[config.mk]
export PLATFORM = sky130hd
export DESIGN_NAME = cpu_core
export DESIGN_NICKNAME = d
export VERILOG_FILES = /design/src/design/cpu_pkg.sv /design/src/design/cpu_fsm.sv /design/src/design/instr_decoder.sv /design/src/design/program_counter.sv /design/src/design/reg_file.sv /design/src/design/alu.sv /design/src/design/cpu_core.sv
export SDC_FILE = /design/constraint.sdc
export NUM_CORES = 1
export LEC_CHECK = 0
export ABC_AREA = 1
export BUFFER_PORTS_ARGS = -buffer_cell sky130_fd_sc_hd__buf_2
export CAP_MARGIN = 10
export CELL_PAD_IN_SITES_DETAIL_PLACEMENT = 1
export CELL_PAD_IN_SITES_GLOBAL_PLACEMENT = 1
export CORE_MARGIN = 2
export CORE_UTILIZATION = 46
export DETAILED_ROUTE_END_ITERATION = 7
export PLACE_DENSITY_LB_ADDON = 0.3
export SYNTH_ARGS = -nofsm -noshare
export SYNTH_HDL_FRONTEND = slang
export SYNTH_SLANG_ARGS = --single-unit
[constraint.sdc]
create_clock -name clk -period 4.27 [get_ports clk]
set_input_delay 0.427 -clock clk [delete_from_list [all_inputs] [get_ports clk]]
set_output_delay 0.427 -clock clk [all_outputs]
set_load 0.01 [all_outputs]
[src/design/cpu_pkg.sv]
`default_nettype none

package cpu_pkg;

	typedef logic [15:0] word_t;		// data word, registers and ram
	typedef logic [9:0]  addr_t;		// ram word address
	typedef logic [3:0]  reg_idx_t;		// one of sixteen registers
	typedef logic [4:0]  flags_t;		// c l f z n, see FLAG_*

	// opcodes sit in instruction bits 15:12
	localparam logic [3:0] OP_ADD  = 4'h0;	// rd = rd + rs
	localparam logic [3:0] OP_SUB  = 4'h1;	// rd = rd - rs
	localparam logic [3:0] OP_AND  = 4'h2;
	localparam logic [3:0] OP_OR   = 4'h3;
	localparam logic [3:0] OP_XOR  = 4'h4;
	localparam logic [3:0] OP_MOV  = 4'h5;	// rd = rs
	localparam logic [3:0] OP_CMP  = 4'h6;	// flags only, rd untouched
	localparam logic [3:0] OP_ADDI = 4'h7;	// rd = rd + sext(imm8)
	localparam logic [3:0] OP_MOVI = 4'h8;	// rd = sext(imm8)
	localparam logic [3:0] OP_LOAD = 4'h9;	// rd = mem[rs]
	localparam logic [3:0] OP_STOR = 4'ha;	// mem[rs] = rd
	localparam logic [3:0] OP_JUMP = 4'hb;	// pc = rs[9:0]

	// bit positions inside flags_t
	localparam int FLAG_C = 0;		// carry out, borrow on sub/cmp
	localparam int FLAG_L = 1;		// unsigned rd < rs
	localparam int FLAG_F = 2;		// signed overflow
	localparam int FLAG_Z = 3;		// result zero
	localparam int FLAG_N = 4;		// result negative

	// multicycle sequencer, load is the only one visiting MEM_WB
	typedef enum logic [1:0] {
		FETCH,				// pc on the ram address
		CAPTURE,			// ram word into ir
		EXECUTE,			// alu, store, jump or load address
		MEM_WB				// load data into rd
	} state_t;

endpackage

`default_nettype wire

[src/design/cpu_fsm.sv]
`timescale 1ns/1ns
`default_nettype none

module cpu_fsm (
	input  wire        clk,
	input  wire        arst_n,
	input  wire  [3:0] opcode,		// from ir, valid in EXECUTE/MEM_WB
	output logic       pc_en,		// advance or load pc
	output logic       pc_jump,		// pc takes the jump target
	output logic       ir_en,		// capture ram word into ir
	output logic       reg_we,		// register file write
	output logic       flags_en,	// flags register load
	output logic       wb_mem,		// write ram data instead of alu result
	output logic       addr_sel,	// ram address from rs instead of pc
	output logic       write_en		// ram write strobe
);

	cpu_pkg::state_t state;
	cpu_pkg::state_t state_nx;
	logic            is_alu;		// register or immediate alu op
	logic            is_ld;
	logic            is_st;
	logic            is_jmp;

	assign is_alu = opcode inside {cpu_pkg::OP_ADD, cpu_pkg::OP_SUB, cpu_pkg::OP_AND,
		cpu_pkg::OP_OR, cpu_pkg::OP_XOR, cpu_pkg::OP_MOV, cpu_pkg::OP_CMP,
		cpu_pkg::OP_ADDI, cpu_pkg::OP_MOVI};
	assign is_ld  = (opcode == cpu_pkg::OP_LOAD);
	assign is_st  = (opcode == cpu_pkg::OP_STOR);
	assign is_jmp = (opcode == cpu_pkg::OP_JUMP);

	always_ff @(posedge clk or negedge arst_n) begin
		if (!arst_n) begin
			state <= cpu_pkg::FETCH;
		end else begin
			state <= state_nx;
		end
	end

	always_comb begin
		case (state)
			cpu_pkg::FETCH:   state_nx = cpu_pkg::CAPTURE;
			cpu_pkg::CAPTURE: state_nx = cpu_pkg::EXECUTE;
			cpu_pkg::EXECUTE: state_nx = is_ld ? cpu_pkg::MEM_WB : cpu_pkg::FETCH;
			default:          state_nx = cpu_pkg::FETCH;	// MEM_WB ends the load
		endcase
	end

	// strobes are pure decode of state and opcode
	always_comb begin
		pc_en    = 1'b0;
		pc_jump  = 1'b0;
		ir_en    = 1'b0;
		reg_we   = 1'b0;
		flags_en = 1'b0;
		wb_mem   = 1'b0;
		addr_sel = 1'b0;
		write_en = 1'b0;
		case (state)
			cpu_pkg::CAPTURE: ir_en = 1'b1;		// ram word is on data_out now
			cpu_pkg::EXECUTE: begin
				pc_en    = !is_ld;		// load advances in MEM_WB instead
				pc_jump  = is_jmp;
				reg_we   = is_alu && (opcode != cpu_pkg::OP_CMP);
				flags_en = is_alu;
				addr_sel = is_ld || is_st;	// rs points into ram
				write_en = is_st;
			end
			cpu_pkg::MEM_WB: begin
				pc_en  = 1'b1;
				reg_we = 1'b1;
				wb_mem = 1'b1;			// read data arrived one cycle after addr
			end
			default: ;				// FETCH only drives pc onto addr
		endcase
	end

endmodule

`default_nettype wire

[src/design/instr_decoder.sv]
`timescale 1ns/1ns
`default_nettype none

module instr_decoder (
	input  wire                    clk,
	input  wire                    arst_n,
	input  wire                    ir_en,		// load strobe from fsm
	input  wire  cpu_pkg::word_t   data_out,	// ram read data
	output logic [3:0]             opcode,
	output cpu_pkg::reg_idx_t      rd,
	output cpu_pkg::reg_idx_t      rs,
	output cpu_pkg::word_t         imm		// sign extended imm8
);

	cpu_pkg::word_t ir;				// instruction register

	// reset value decodes as mov r0,r0
	always_ff @(posedge clk or negedge arst_n) begin
		if (!arst_n) begin
			ir <= {cpu_pkg::OP_MOV, 12'h000};
		end else if (ir_en) begin
			ir <= data_out;
		end
	end

	// field split
	assign opcode = ir[15:12];
	assign rd     = ir[11:8];
	assign rs     = ir[7:4];			// overlaps imm8 high nibble
	assign imm    = {{8{ir[7]}}, ir[7:0]};	// sign extend to a word

endmodule

`default_nettype wire

[src/design/program_counter.sv]
`timescale 1ns/1ns
`default_nettype none

module program_counter (
	input  wire                   clk,
	input  wire                   arst_n,
	input  wire                   pc_en,		// step or jump this cycle
	input  wire                   pc_jump,		// take target instead of pc + 1
	input  wire  cpu_pkg::addr_t  target,		// low bits of rs
	output cpu_pkg::addr_t        pc
);

	always_ff @(posedge clk or negedge arst_n) begin
		if (!arst_n) begin
			pc <= '0;				// execution starts at word 0
		end else if (pc_en) begin
			if (pc_jump) begin
				pc <= target;
			end else begin
				pc <= pc + 10'd1;		// wraps at the top of ram
			end
		end
	end

endmodule

`default_nettype wire

[src/design/reg_file.sv]
`timescale 1ns/1ns
`default_nettype none

module reg_file (
	input  wire                      clk,
	input  wire                      arst_n,
	input  wire                      we,		// write port strobe
	input  wire  cpu_pkg::reg_idx_t  wr_idx,
	input  wire  cpu_pkg::reg_idx_t  rd_idx,
	input  wire  cpu_pkg::reg_idx_t  rs_idx,
	input  wire  cpu_pkg::word_t     wr_data,
	output cpu_pkg::word_t           rd_data,
	output cpu_pkg::word_t           rs_data,
	output cpu_pkg::word_t           r1		// display register
);

	cpu_pkg::word_t regs [16];

	// every register clears, r0 is an ordinary register
	always_ff @(posedge clk or negedge arst_n) begin
		if (!arst_n) begin
			for (int i = 0; i < 16; i++) begin
				regs[i] <= '0;
			end
		end else if (we) begin
			regs[wr_idx] <= wr_data;
		end
	end

	// asynchronous reads
	assign rd_data = regs[rd_idx];
	assign rs_data = regs[rs_idx];
	assign r1      = regs[1];		// new value visible the cycle after the write

endmodule

`default_nettype wire

[src/design/alu.sv]
`timescale 1ns/1ns
`default_nettype none

module alu (
	input  wire                   clk,
	input  wire                   arst_n,
	input  wire  [3:0]            opcode,
	input  wire  cpu_pkg::word_t  rd_data,		// a operand
	input  wire  cpu_pkg::word_t  rs_data,
	input  wire  cpu_pkg::word_t  imm,
	input  wire                   flags_en,
	output cpu_pkg::word_t        result,
	output cpu_pkg::flags_t       flags
);

	cpu_pkg::word_t  b;				// b operand after imm select
	cpu_pkg::flags_t flags_nx;
	logic [16:0]     sum;			// bit 16 is carry or borrow
	logic            is_sub;		// sub and cmp share the subtractor
	logic            is_arith;		// ops that produce c and f
	logic            ovf;

	assign b = (opcode == cpu_pkg::OP_ADDI || opcode == cpu_pkg::OP_MOVI) ? imm : rs_data;

	assign is_sub   = (opcode == cpu_pkg::OP_SUB) || (opcode == cpu_pkg::OP_CMP);
	assign is_arith = is_sub || (opcode == cpu_pkg::OP_ADD) || (opcode == cpu_pkg::OP_ADDI);

	assign sum = is_sub ? ({1'b0, rd_data} - {1'b0, b}) : ({1'b0, rd_data} + {1'b0, b});

	// signed overflow: operand signs vs result sign
	assign ovf = is_sub ? ((rd_data[15] != b[15]) && (sum[15] != rd_data[15]))
			    : ((rd_data[15] == b[15]) && (sum[15] != rd_data[15]));

	always_comb begin
		case (opcode)
			cpu_pkg::OP_ADD,
			cpu_pkg::OP_SUB,
			cpu_pkg::OP_CMP,
			cpu_pkg::OP_ADDI: result = sum[15:0];
			cpu_pkg::OP_AND:  result = rd_data & b;
			cpu_pkg::OP_OR:   result = rd_data | b;
			cpu_pkg::OP_XOR:  result = rd_data ^ b;
			cpu_pkg::OP_MOV,
			cpu_pkg::OP_MOVI: result = b;
			default:          result = rd_data;	// non alu ops never write back
		endcase
	end

	// logic and moves leave c, f, l cleared
	always_comb begin
		flags_nx                 = '0;
		flags_nx[cpu_pkg::FLAG_C] = is_arith && sum[16];
		flags_nx[cpu_pkg::FLAG_F] = is_arith && ovf;
		flags_nx[cpu_pkg::FLAG_L] = is_sub && (rd_data < b);	// unsigned compare
		flags_nx[cpu_pkg::FLAG_Z] = (result == '0);
		flags_nx[cpu_pkg::FLAG_N] = result[15];
	end

	always_ff @(posedge clk or negedge arst_n) begin
		if (!arst_n) begin
			flags <= '0;
		end else if (flags_en) begin
			flags <= flags_nx;			// only alu ops in EXECUTE
		end
	end

endmodule

`default_nettype wire

[src/design/cpu_core.sv]
`timescale 1ns/1ns
`default_nettype none

module cpu_core (
	input  wire                   clk,
	input  wire                   arst_n,
	output cpu_pkg::flags_t       flag_leds,	// flags register
	output cpu_pkg::word_t        r1,		// display register
	output logic                  write_en,		// ram write strobe
	output cpu_pkg::addr_t        addr,		// ram word address
	output cpu_pkg::word_t        data_in,		// ram write data
	input  wire  cpu_pkg::word_t  data_out		// ram read data, one cycle late
);

	logic              pc_en;
	logic              pc_jump;
	logic              ir_en;
	logic              reg_we;
	logic              flags_en;
	logic              wb_mem;
	logic              addr_sel;
	logic [3:0]        opcode;
	cpu_pkg::reg_idx_t rd;
	cpu_pkg::reg_idx_t rs;
	cpu_pkg::word_t    imm;
	cpu_pkg::word_t    rd_data;
	cpu_pkg::word_t    rs_data;
	cpu_pkg::word_t    result;
	cpu_pkg::word_t    wr_data;		// register write mux out
	cpu_pkg::addr_t    pc;

	cpu_fsm u_cpu_fsm (
		.clk      (clk),
		.arst_n   (arst_n),
		.opcode   (opcode),
		.pc_en    (pc_en),
		.pc_jump  (pc_jump),
		.ir_en    (ir_en),
		.reg_we   (reg_we),
		.flags_en (flags_en),
		.wb_mem   (wb_mem),
		.addr_sel (addr_sel),
		.write_en (write_en)		// straight out to the ram
	);

	instr_decoder u_instr_decoder (
		.clk      (clk),
		.arst_n   (arst_n),
		.ir_en    (ir_en),
		.data_out (data_out),
		.opcode   (opcode),
		.rd       (rd),
		.rs       (rs),
		.imm      (imm)
	);

	program_counter u_program_counter (
		.clk     (clk),
		.arst_n  (arst_n),
		.pc_en   (pc_en),
		.pc_jump (pc_jump),
		.target  (rs_data[9:0]),	// register indirect jump
		.pc      (pc)
	);

	// load data or alu result into rd
	assign wr_data = wb_mem ? data_out : result;

	reg_file u_reg_file (
		.clk     (clk),
		.arst_n  (arst_n),
		.we      (reg_we),
		.wr_idx  (rd),
		.rd_idx  (rd),
		.rs_idx  (rs),
		.wr_data (wr_data),
		.rd_data (rd_data),
		.rs_data (rs_data),
		.r1      (r1)
	);

	alu u_alu (
		.clk      (clk),
		.arst_n   (arst_n),
		.opcode   (opcode),
		.rd_data  (rd_data),
		.rs_data  (rs_data),
		.imm      (imm),
		.flags_en (flags_en),
		.result   (result),
		.flags    (flag_leds)
	);

	// pc for fetch, rs for load/store
	assign addr    = addr_sel ? rs_data[9:0] : pc;
	assign data_in = rd_data;			// store writes rd

endmodule

`default_nettype wire

# [After elaboration in Yosys (flattened, before gate mapping)]
# Cells that the tools add are included.
# Widths: inputs -> output; s select.
[word_totals] romBits=0 ramBits=0 memories=0 latch_bits=0 ff_bits=289
[op_classes] eq_ne=18 div=0 add_sub_neg=3 mux=26 n_shift=0 multipliers=0 order_cmp=4 bitwise=5 reduce_logical=19
[ops] operator="$bwmux 256" count=1
[ops] operator="$bmux 16 s4" count=2
[ops] operator="$mux 16" count=7
[ops] operator="$pmux 16 s5" count=1
[ops] operator="$demux 16 s4" count=1
[ops] operator="$mux 10" count=2
[ops] operator="$add 16x16->17" count=1
[ops] operator="$mux 17" count=1
[ops] operator="$sub 16x16->17" count=1
[ops] operator="$and 16x16->16" count=1
[ops] operator="$eq 4x3->1 const B" count=4
[ops] operator="$eq 4x4->1 const B" count=4
[ops] operator="$logic_not 16->1" count=1
[ops] operator="$lt 16x16->1" count=1
[ops] operator="$or 16x16->16" count=1
[ops] operator="$xor 16x16->16" count=1
[ops] operator="$add 10x1->10 const B" count=1
[ops] operator="$ge 5x5->1 const B" count=2
[ops] operator="$not 4->5" count=2
[ops] operator="$reduce_bool 9->1" count=1
[ops] operator="$eq 4x2->1 const B" count=2
[ops] operator="$logic_and 1x1->1" count=7
[ops] operator="$mux 1" count=7
[ops] operator="$pmux 2 s3" count=1
[ops] operator="15 further kinds" count=22

# [Logic depth before layout (Yosys ltp)]
[logic_depth] depth_word=11 mapped_depth=30

# [By module]
# Synthesis repeated with hierarchy kept, for this count alone.
[unflattened] hier_cells=3266 hier_area_um2=20652.3
[by_module_without_submodules] mod="reg_file" area_each_um2=15013.1 seq_area_each_um2=6406.1 cells_each=2252 n_inst=1
[by_module_without_submodules] mod="alu" area_each_um2=3666.0 seq_area_each_um2=125.1 cells_each=715 n_inst=1
[by_module_without_submodules] mod="instr_decoder" area_each_um2=737.0 seq_area_each_um2=402.9 cells_each=80 n_inst=1
[by_module_without_submodules] mod="program_counter" area_each_um2=688.2 seq_area_each_um2=250.2 cells_each=104 n_inst=1
[by_module_without_submodules] mod="cpu_core" area_each_um2=365.4 seq_area_each_um2=0.0 cells_each=84 n_inst=1
[by_module_without_submodules] mod="cpu_fsm" area_each_um2=182.7 seq_area_each_um2=50.0 cells_each=31 n_inst=1

# [Worst setup path before layout]
# No wires, ideal clock.
[synth_timing] path_kind="register to register" startpoint="register u_instr_decoder.ir[14]" endpoint="register u_reg_file.regs[142] (netlist name)" setup_slack_ns=0.949 path_stages_with_launch=27 setup_time_ns=0.132 synth_period_minus_slack_ns=3.321 path_buffers=2 arrival_time_ns=3.189 cell_sequence="dfstp_2 -> inv_2 -> nor2_1 -> nand2_1 -> nand2_2 -> inv_2 -> buf_2 -> or2_1 -> nand2_1 -> inv_1 -> ha_1 -> fa_1 -> inv_1 -> nand3_1 -> nand3_1 -> nand3_1 -> nand2_1 -> nand2_1 -> nand2_1 -> nand2_1 -> nand3_1 -> nand2_1 -> nand2_1 -> nand2_1 -> o21ai_2 -> buf_6 -> o21ai_1"
[synth_via] elab_chain_cells=8 word_cells_on_any_way=27
[synth_rtl] item="start: declaration" line_no="instr_decoder.sv:15" rtl="cpu_pkg::word_t ir;"
[synth_rtl] item="start signal: assignment" line_no="instr_decoder.sv:20" rtl="ir <= {cpu_pkg::OP_MOV, 12'h000};"
[synth_rtl] item="start signal: assignment" line_no="instr_decoder.sv:22" rtl="ir <= data_out;"
[synth_rtl] item="$eq 4x3->1 or $eq 4x4->1 (tied branches)" line_no="cpu_fsm.sv:25, alu.sv:23, alu.sv:35"
[synth_rtl] item="$logic_or 1x1->1" line_no="alu.sv:23" rtl="assign b = (opcode == cpu_pkg::OP_ADDI || opcode == cpu_pkg::OP_MOVI) ? imm : rs_data;"
[synth_rtl] item="$mux 16" line_no="alu.sv:23"
[synth_rtl] item="$add 16x16->17 or $sub 16x16->17 (tied branches)" line_no="alu.sv:28" rtl="assign sum = is_sub ? ({1'b0, rd_data} - {1'b0, b}) : ({1'b0, rd_data} + {1'b0, b});"
[synth_rtl] item="$mux 17" line_no="alu.sv:28"
[synth_rtl] item="$pmux 16 s5" line_no="alu.sv:35" rtl="case (opcode)"
[synth_rtl] item="$mux 16" line_no="cpu_core.sv:67" rtl="assign wr_data = wb_mem ? data_out : result;"
[synth_rtl] item="$bwmux 256" line_no="reg_file.sv:26" rtl="regs[wr_idx] <= wr_data;"
[synth_rtl] item="end signal: indexed assignment" line_no="reg_file.sv:26"
[synth_rtl] item="end: declaration" line_no="reg_file.sv:17" rtl="cpu_pkg::word_t regs [16];"
# Parallel ways exist; a longest one is shown, timed or not.
# A chain may end at the register's enable or synchronous reset.

# [Worst setup path in the final report]
[layout_timing] startpoint="register u_instr_decoder.ir[9]" endpoint="register u_reg_file.regs[223] (netlist name)"
[layout_via] elab_chain_cells=9 word_cells_on_any_way=18
[layout_rtl] item="$not 4->5 (not written as such) (*)" line_no="reg_file.sv:26, reg_file.sv:31"
[layout_rtl] item="$bmux 16 s4" line_no="reg_file.sv:31" rtl="assign rd_data = regs[rd_idx];"
[layout_rtl] item="$mux 16 (not written as such) (2 in series)" line_no="reg_file.sv:31"
[layout_rtl] item="$add 16x16->17 or $sub 16x16->17 (tied branches)" line_no="alu.sv:28"
[layout_rtl] item="$mux 17" line_no="alu.sv:28"
[layout_rtl] item="$pmux 16 s5" line_no="alu.sv:35"
[layout_rtl] item="$mux 16" line_no="cpu_core.sv:67"
[layout_rtl] item="$bwmux 256 (*)" line_no="reg_file.sv:26"
# Every way passes the cells marked *; elsewhere a longest branch is shown, timed or not. The select of a mux whose other input is x is not followed.

==> out/qor.csv <==
stage,metric,value,unit
die,Starting Density,46.6,%
sta,Final Slew Violations,0,
die,die area,0.0429,mm²
synthesis,Post-synth EDFFs,0,
status,status,finished clean,
clock_tree,clock sinks,289,
routing,DRC,0,
finish,"commonest cells after routing, fill and taps aside","nand2_1, inv_1, dfrtp_1",
placement,hpwl dp,52200,µm
routing,total number of vias,19800,
worst_setup_path,Critical Path RT,4.66,ns
sta,worst hold slack,0.129,ns
clock_tree,CTS buffer count,35,
sta,fmax,242,MHz
worst_setup_path,Crit Path Max Fanout,25,
worst_setup_path,startpoint types,register,
sta,minimum clock period,4.14,ns
worst_setup_path,R2R depth,23,
finish,nets,2779,
flow_run,maxcap violations,0,
die,chip width,207,µm
die,IO Pins,66,
placement,PortBufs,65,
finish,# diodes,0,
synthesis,top post-synthesis cells by area,"dfrtp_1, nand2_1, o21ai_0",
grt,initial antenna violation count,0,
finish,Finished Layout Cells,3267,
finish,"most common cell after layout, fill and taps aside",nand2_1,
synthesis,register bit total from synthesis,289,
synthesis,Mapped Cells,2695,
grt,grt total ovfl,0,
finish,layout cells sized above 1,12.0,%
worst_setup_path,FF-to-FF setup slack,0.13,ns
die,row count,74,
routing,drt wl/cell,23.3,µm
routing,final WL,76000,µm
sta,setup TNS,0,ns
synthesis,post-synth top area share,37.8,%
worst_setup_path,CP Capture Type,register,
synthesis,dominant cell type by area after synthesis,dfrtp_1,
clock_tree,CTS root buf,clkbuf_16,
grt,Overall Global Routing Usage,34.6,%
worst_setup_path,Critical R2R Launch,u_instr_decoder.ir[9]$_DFFE_PN0N_,
finish,Fillers,5282,
routing,1st-iter DRT viols,1894,
grt,first-pass GRT wire length,117000,µm
synthesis,Synth Flop Type,dfrtp_1,
routing,DR vias/cell,6.06,
worst_setup_path,CP Data Arrival Time,4.52,ns
worst_setup_path,reg2reg end,u_reg_file.regs[223]$_DFFE_PN0P_,
sta,Worst-Margin Slew,1.21,ns
worst_setup_path,Critical path origin,u_instr_decoder.ir[9]$_DFFE_PN0N_,
synthesis,Synth Cell Area,0.0190,mm²
routing,DRT Pass-1 Iters,6,
synthesis,Post-synth ARST share,100,%
sta,Final Hold Fails,0,
sta,"Setup violations, final",0,
synthesis,Mapped Nets,2764,
worst_setup_path,CP endpoint,u_reg_file.regs[223]$_DFFE_PN0P_,
clock_tree,clock buffer depth,3,
synthesis,count of different cell masters after synthesis,49,
synthesis,Syn Area/Cell,7.04,µm²
finish,final core occ,52.5,%
clock_tree,CTS tree,built,
synthesis,Synth Warn #,0,
finish,area delta synth->final,12.6,%
synthesis,sequential area share after synthesis,38.1,%
worst_setup_path,CP Class,register to register,
clock_tree,htree depth,2,
placement,RD Place Congestion,0.943,
hold_path,hold crit path type,primary input to register,
sta,Final Cycle Share,96.9,%
grt,number of global-route vias before repair,20300,
clock_tree,clk_lat worst skew,0.55,ns
sta,Layout Skew,0.0185,ns
die,Core Area,0.0407,mm²
placement,Placed Instances,3195,
clock_tree,CTS clock-pin slew for the worst setup and hold paths,0.06,ns
sta,Max-slew headroom,18.8,%
routing,post-route ant nets,0,
grt,largest net degree at the start of global routing,110,
die,Chip Height,207,µm
[worst min path at each step]
stage | start | endpoint | cells past startpoint
after floorplan | arst_n | u_alu.flags[0]$_DFFE_PN0P_ | 0
after global placement | u_alu.flags[3]$_DFFE_PN0P_ | u_alu.flags[3]$_DFFE_PN0P_ | 2
after detailed placement | u_alu.flags[0]$_DFFE_PN0P_ | u_alu.flags[0]$_DFFE_PN0P_ | 2
after CTS | data_out[3] | u_instr_decoder.ir[3]$_DFFE_PN0N_ | 2
after global routing | data_out[3] | u_instr_decoder.ir[3]$_DFFE_PN0N_ | 2
final | data_out[3] | u_instr_decoder.ir[3]$_DFFE_PN0N_ | 2
[sequential cells by signal (all words and copies together), names as in the netlist]
name                  cells
u_reg_file.regs         240
u_cpu_fsm.state           2
u_program_counter.pc     10
u_alu.flags               5
u_instr_decoder.ir       16
u_reg_file.r1            16
[through the flow]
stage	worst slack [ns]	cell area, µm²
3_5_place_dp	-0.0740	19800
2_1_floorplan	0.949	19000
4_1_cts	0.0207	21000
6_report	0.133	21400
5_1_grt	-0.0438	21400
3_3_place_gp	0.0851	19800
[cells by family (layout without fill, tap and decap cells)]
group | Yosys count | count (layout) | share of synthesized area [%]
XOR/XNOR | 4 | 4 | 0.185
AO/OA/AOI/OAI | 688 | 691 | 21.1
buffers and inverters | 483 | 520 | 11.6
multiplexers | 7 | 7 | 0.409
adder cells (fa/ha/maj) | 51 | 51 | 3.40
AND/OR/NAND/NOR | 1173 | 1173 | 25.3
flip-flops | 289 | 289 | 38.1
[critical path, stage by stage (launching register included)]
cell and delay (ns):
dfrtp_2 0.49, nand2_4 0.12, inv_2 0.14, buf_12 0.20, a22oi_1 0.19, nand2_1 0.11
nand2_1 0.10, nand2_1 0.08, nor2_2 0.38, inv_1 0.21, ha_1 0.25, inv_1 0.07
o21ai_0 0.19, a21oi_1 0.24, inv_1 0.06, a21oi_1 0.13, nand3_1 0.11, nand2_1 0.09
nand2_1 0.06, nand3_1 0.09, nand3_2 0.16, o21ai_2 0.21, buf_12 0.18, o21ai_0 0.09
[timing repair]
action	CTS	global route
pin swaps	0	5
setup buffers	0	4
hold endpoints to repair	3	0
hold buffers	1	0
cloned	0	3
resized for setup	5	66
endpoints found under the setup margin	72	206
[per-layer routing]
layer  global-route usage (%)  vias to the layer above  wire length (µm)
met5                        0                        -                 0
met3                     5.61                      193              6090
met1                     46.7                     9902             32200
met2                     54.5                      845             34300
met4                     16.1                        0              3430
li1                         -                     8870                 -
[cell usage after synthesis, types with 3 or more instances]
cell	count
nor2_1	180
o22ai_1	71
o21ai_4	6
o21ai_0	290
inv_2	22
nand2_1	742
xor2_1	4
mux2_2	6
buf_4	41
nand3_1	202
o211ai_1	39
ha_1	50
a211oi_1	5
o21ai_2	19
inv_1	288
buf_6	18
nand2_2	12
or2_1	5
a221oi_1	4
a22oi_1	57
o21ai_1	126
a22oi_2	4
nand4_1	10
buf_1	5
dfrtp_1	287
a21oi_1	56
nor3_1	4
o221ai_1	3
clkbuf_1	38
nor2_2	11
buf_2	68
[area by class of cell]
class,instances,area (µm²),area share [%]
Clock buffer,53,1080,5.03
Clock inverter,9,145,0.679
Inverter,312,1190,5.58
Multi-Input combinational cell,1926,9810,45.9
Sequential cell,289,7240,33.9
Tap cell,532,666,3.11
Timing Repair Buffer,146,1250,5.84
Power is left out: the tool's default activity adds up to more than one toggle a clock period on the data nets, which glitch-free logic cannot reach.
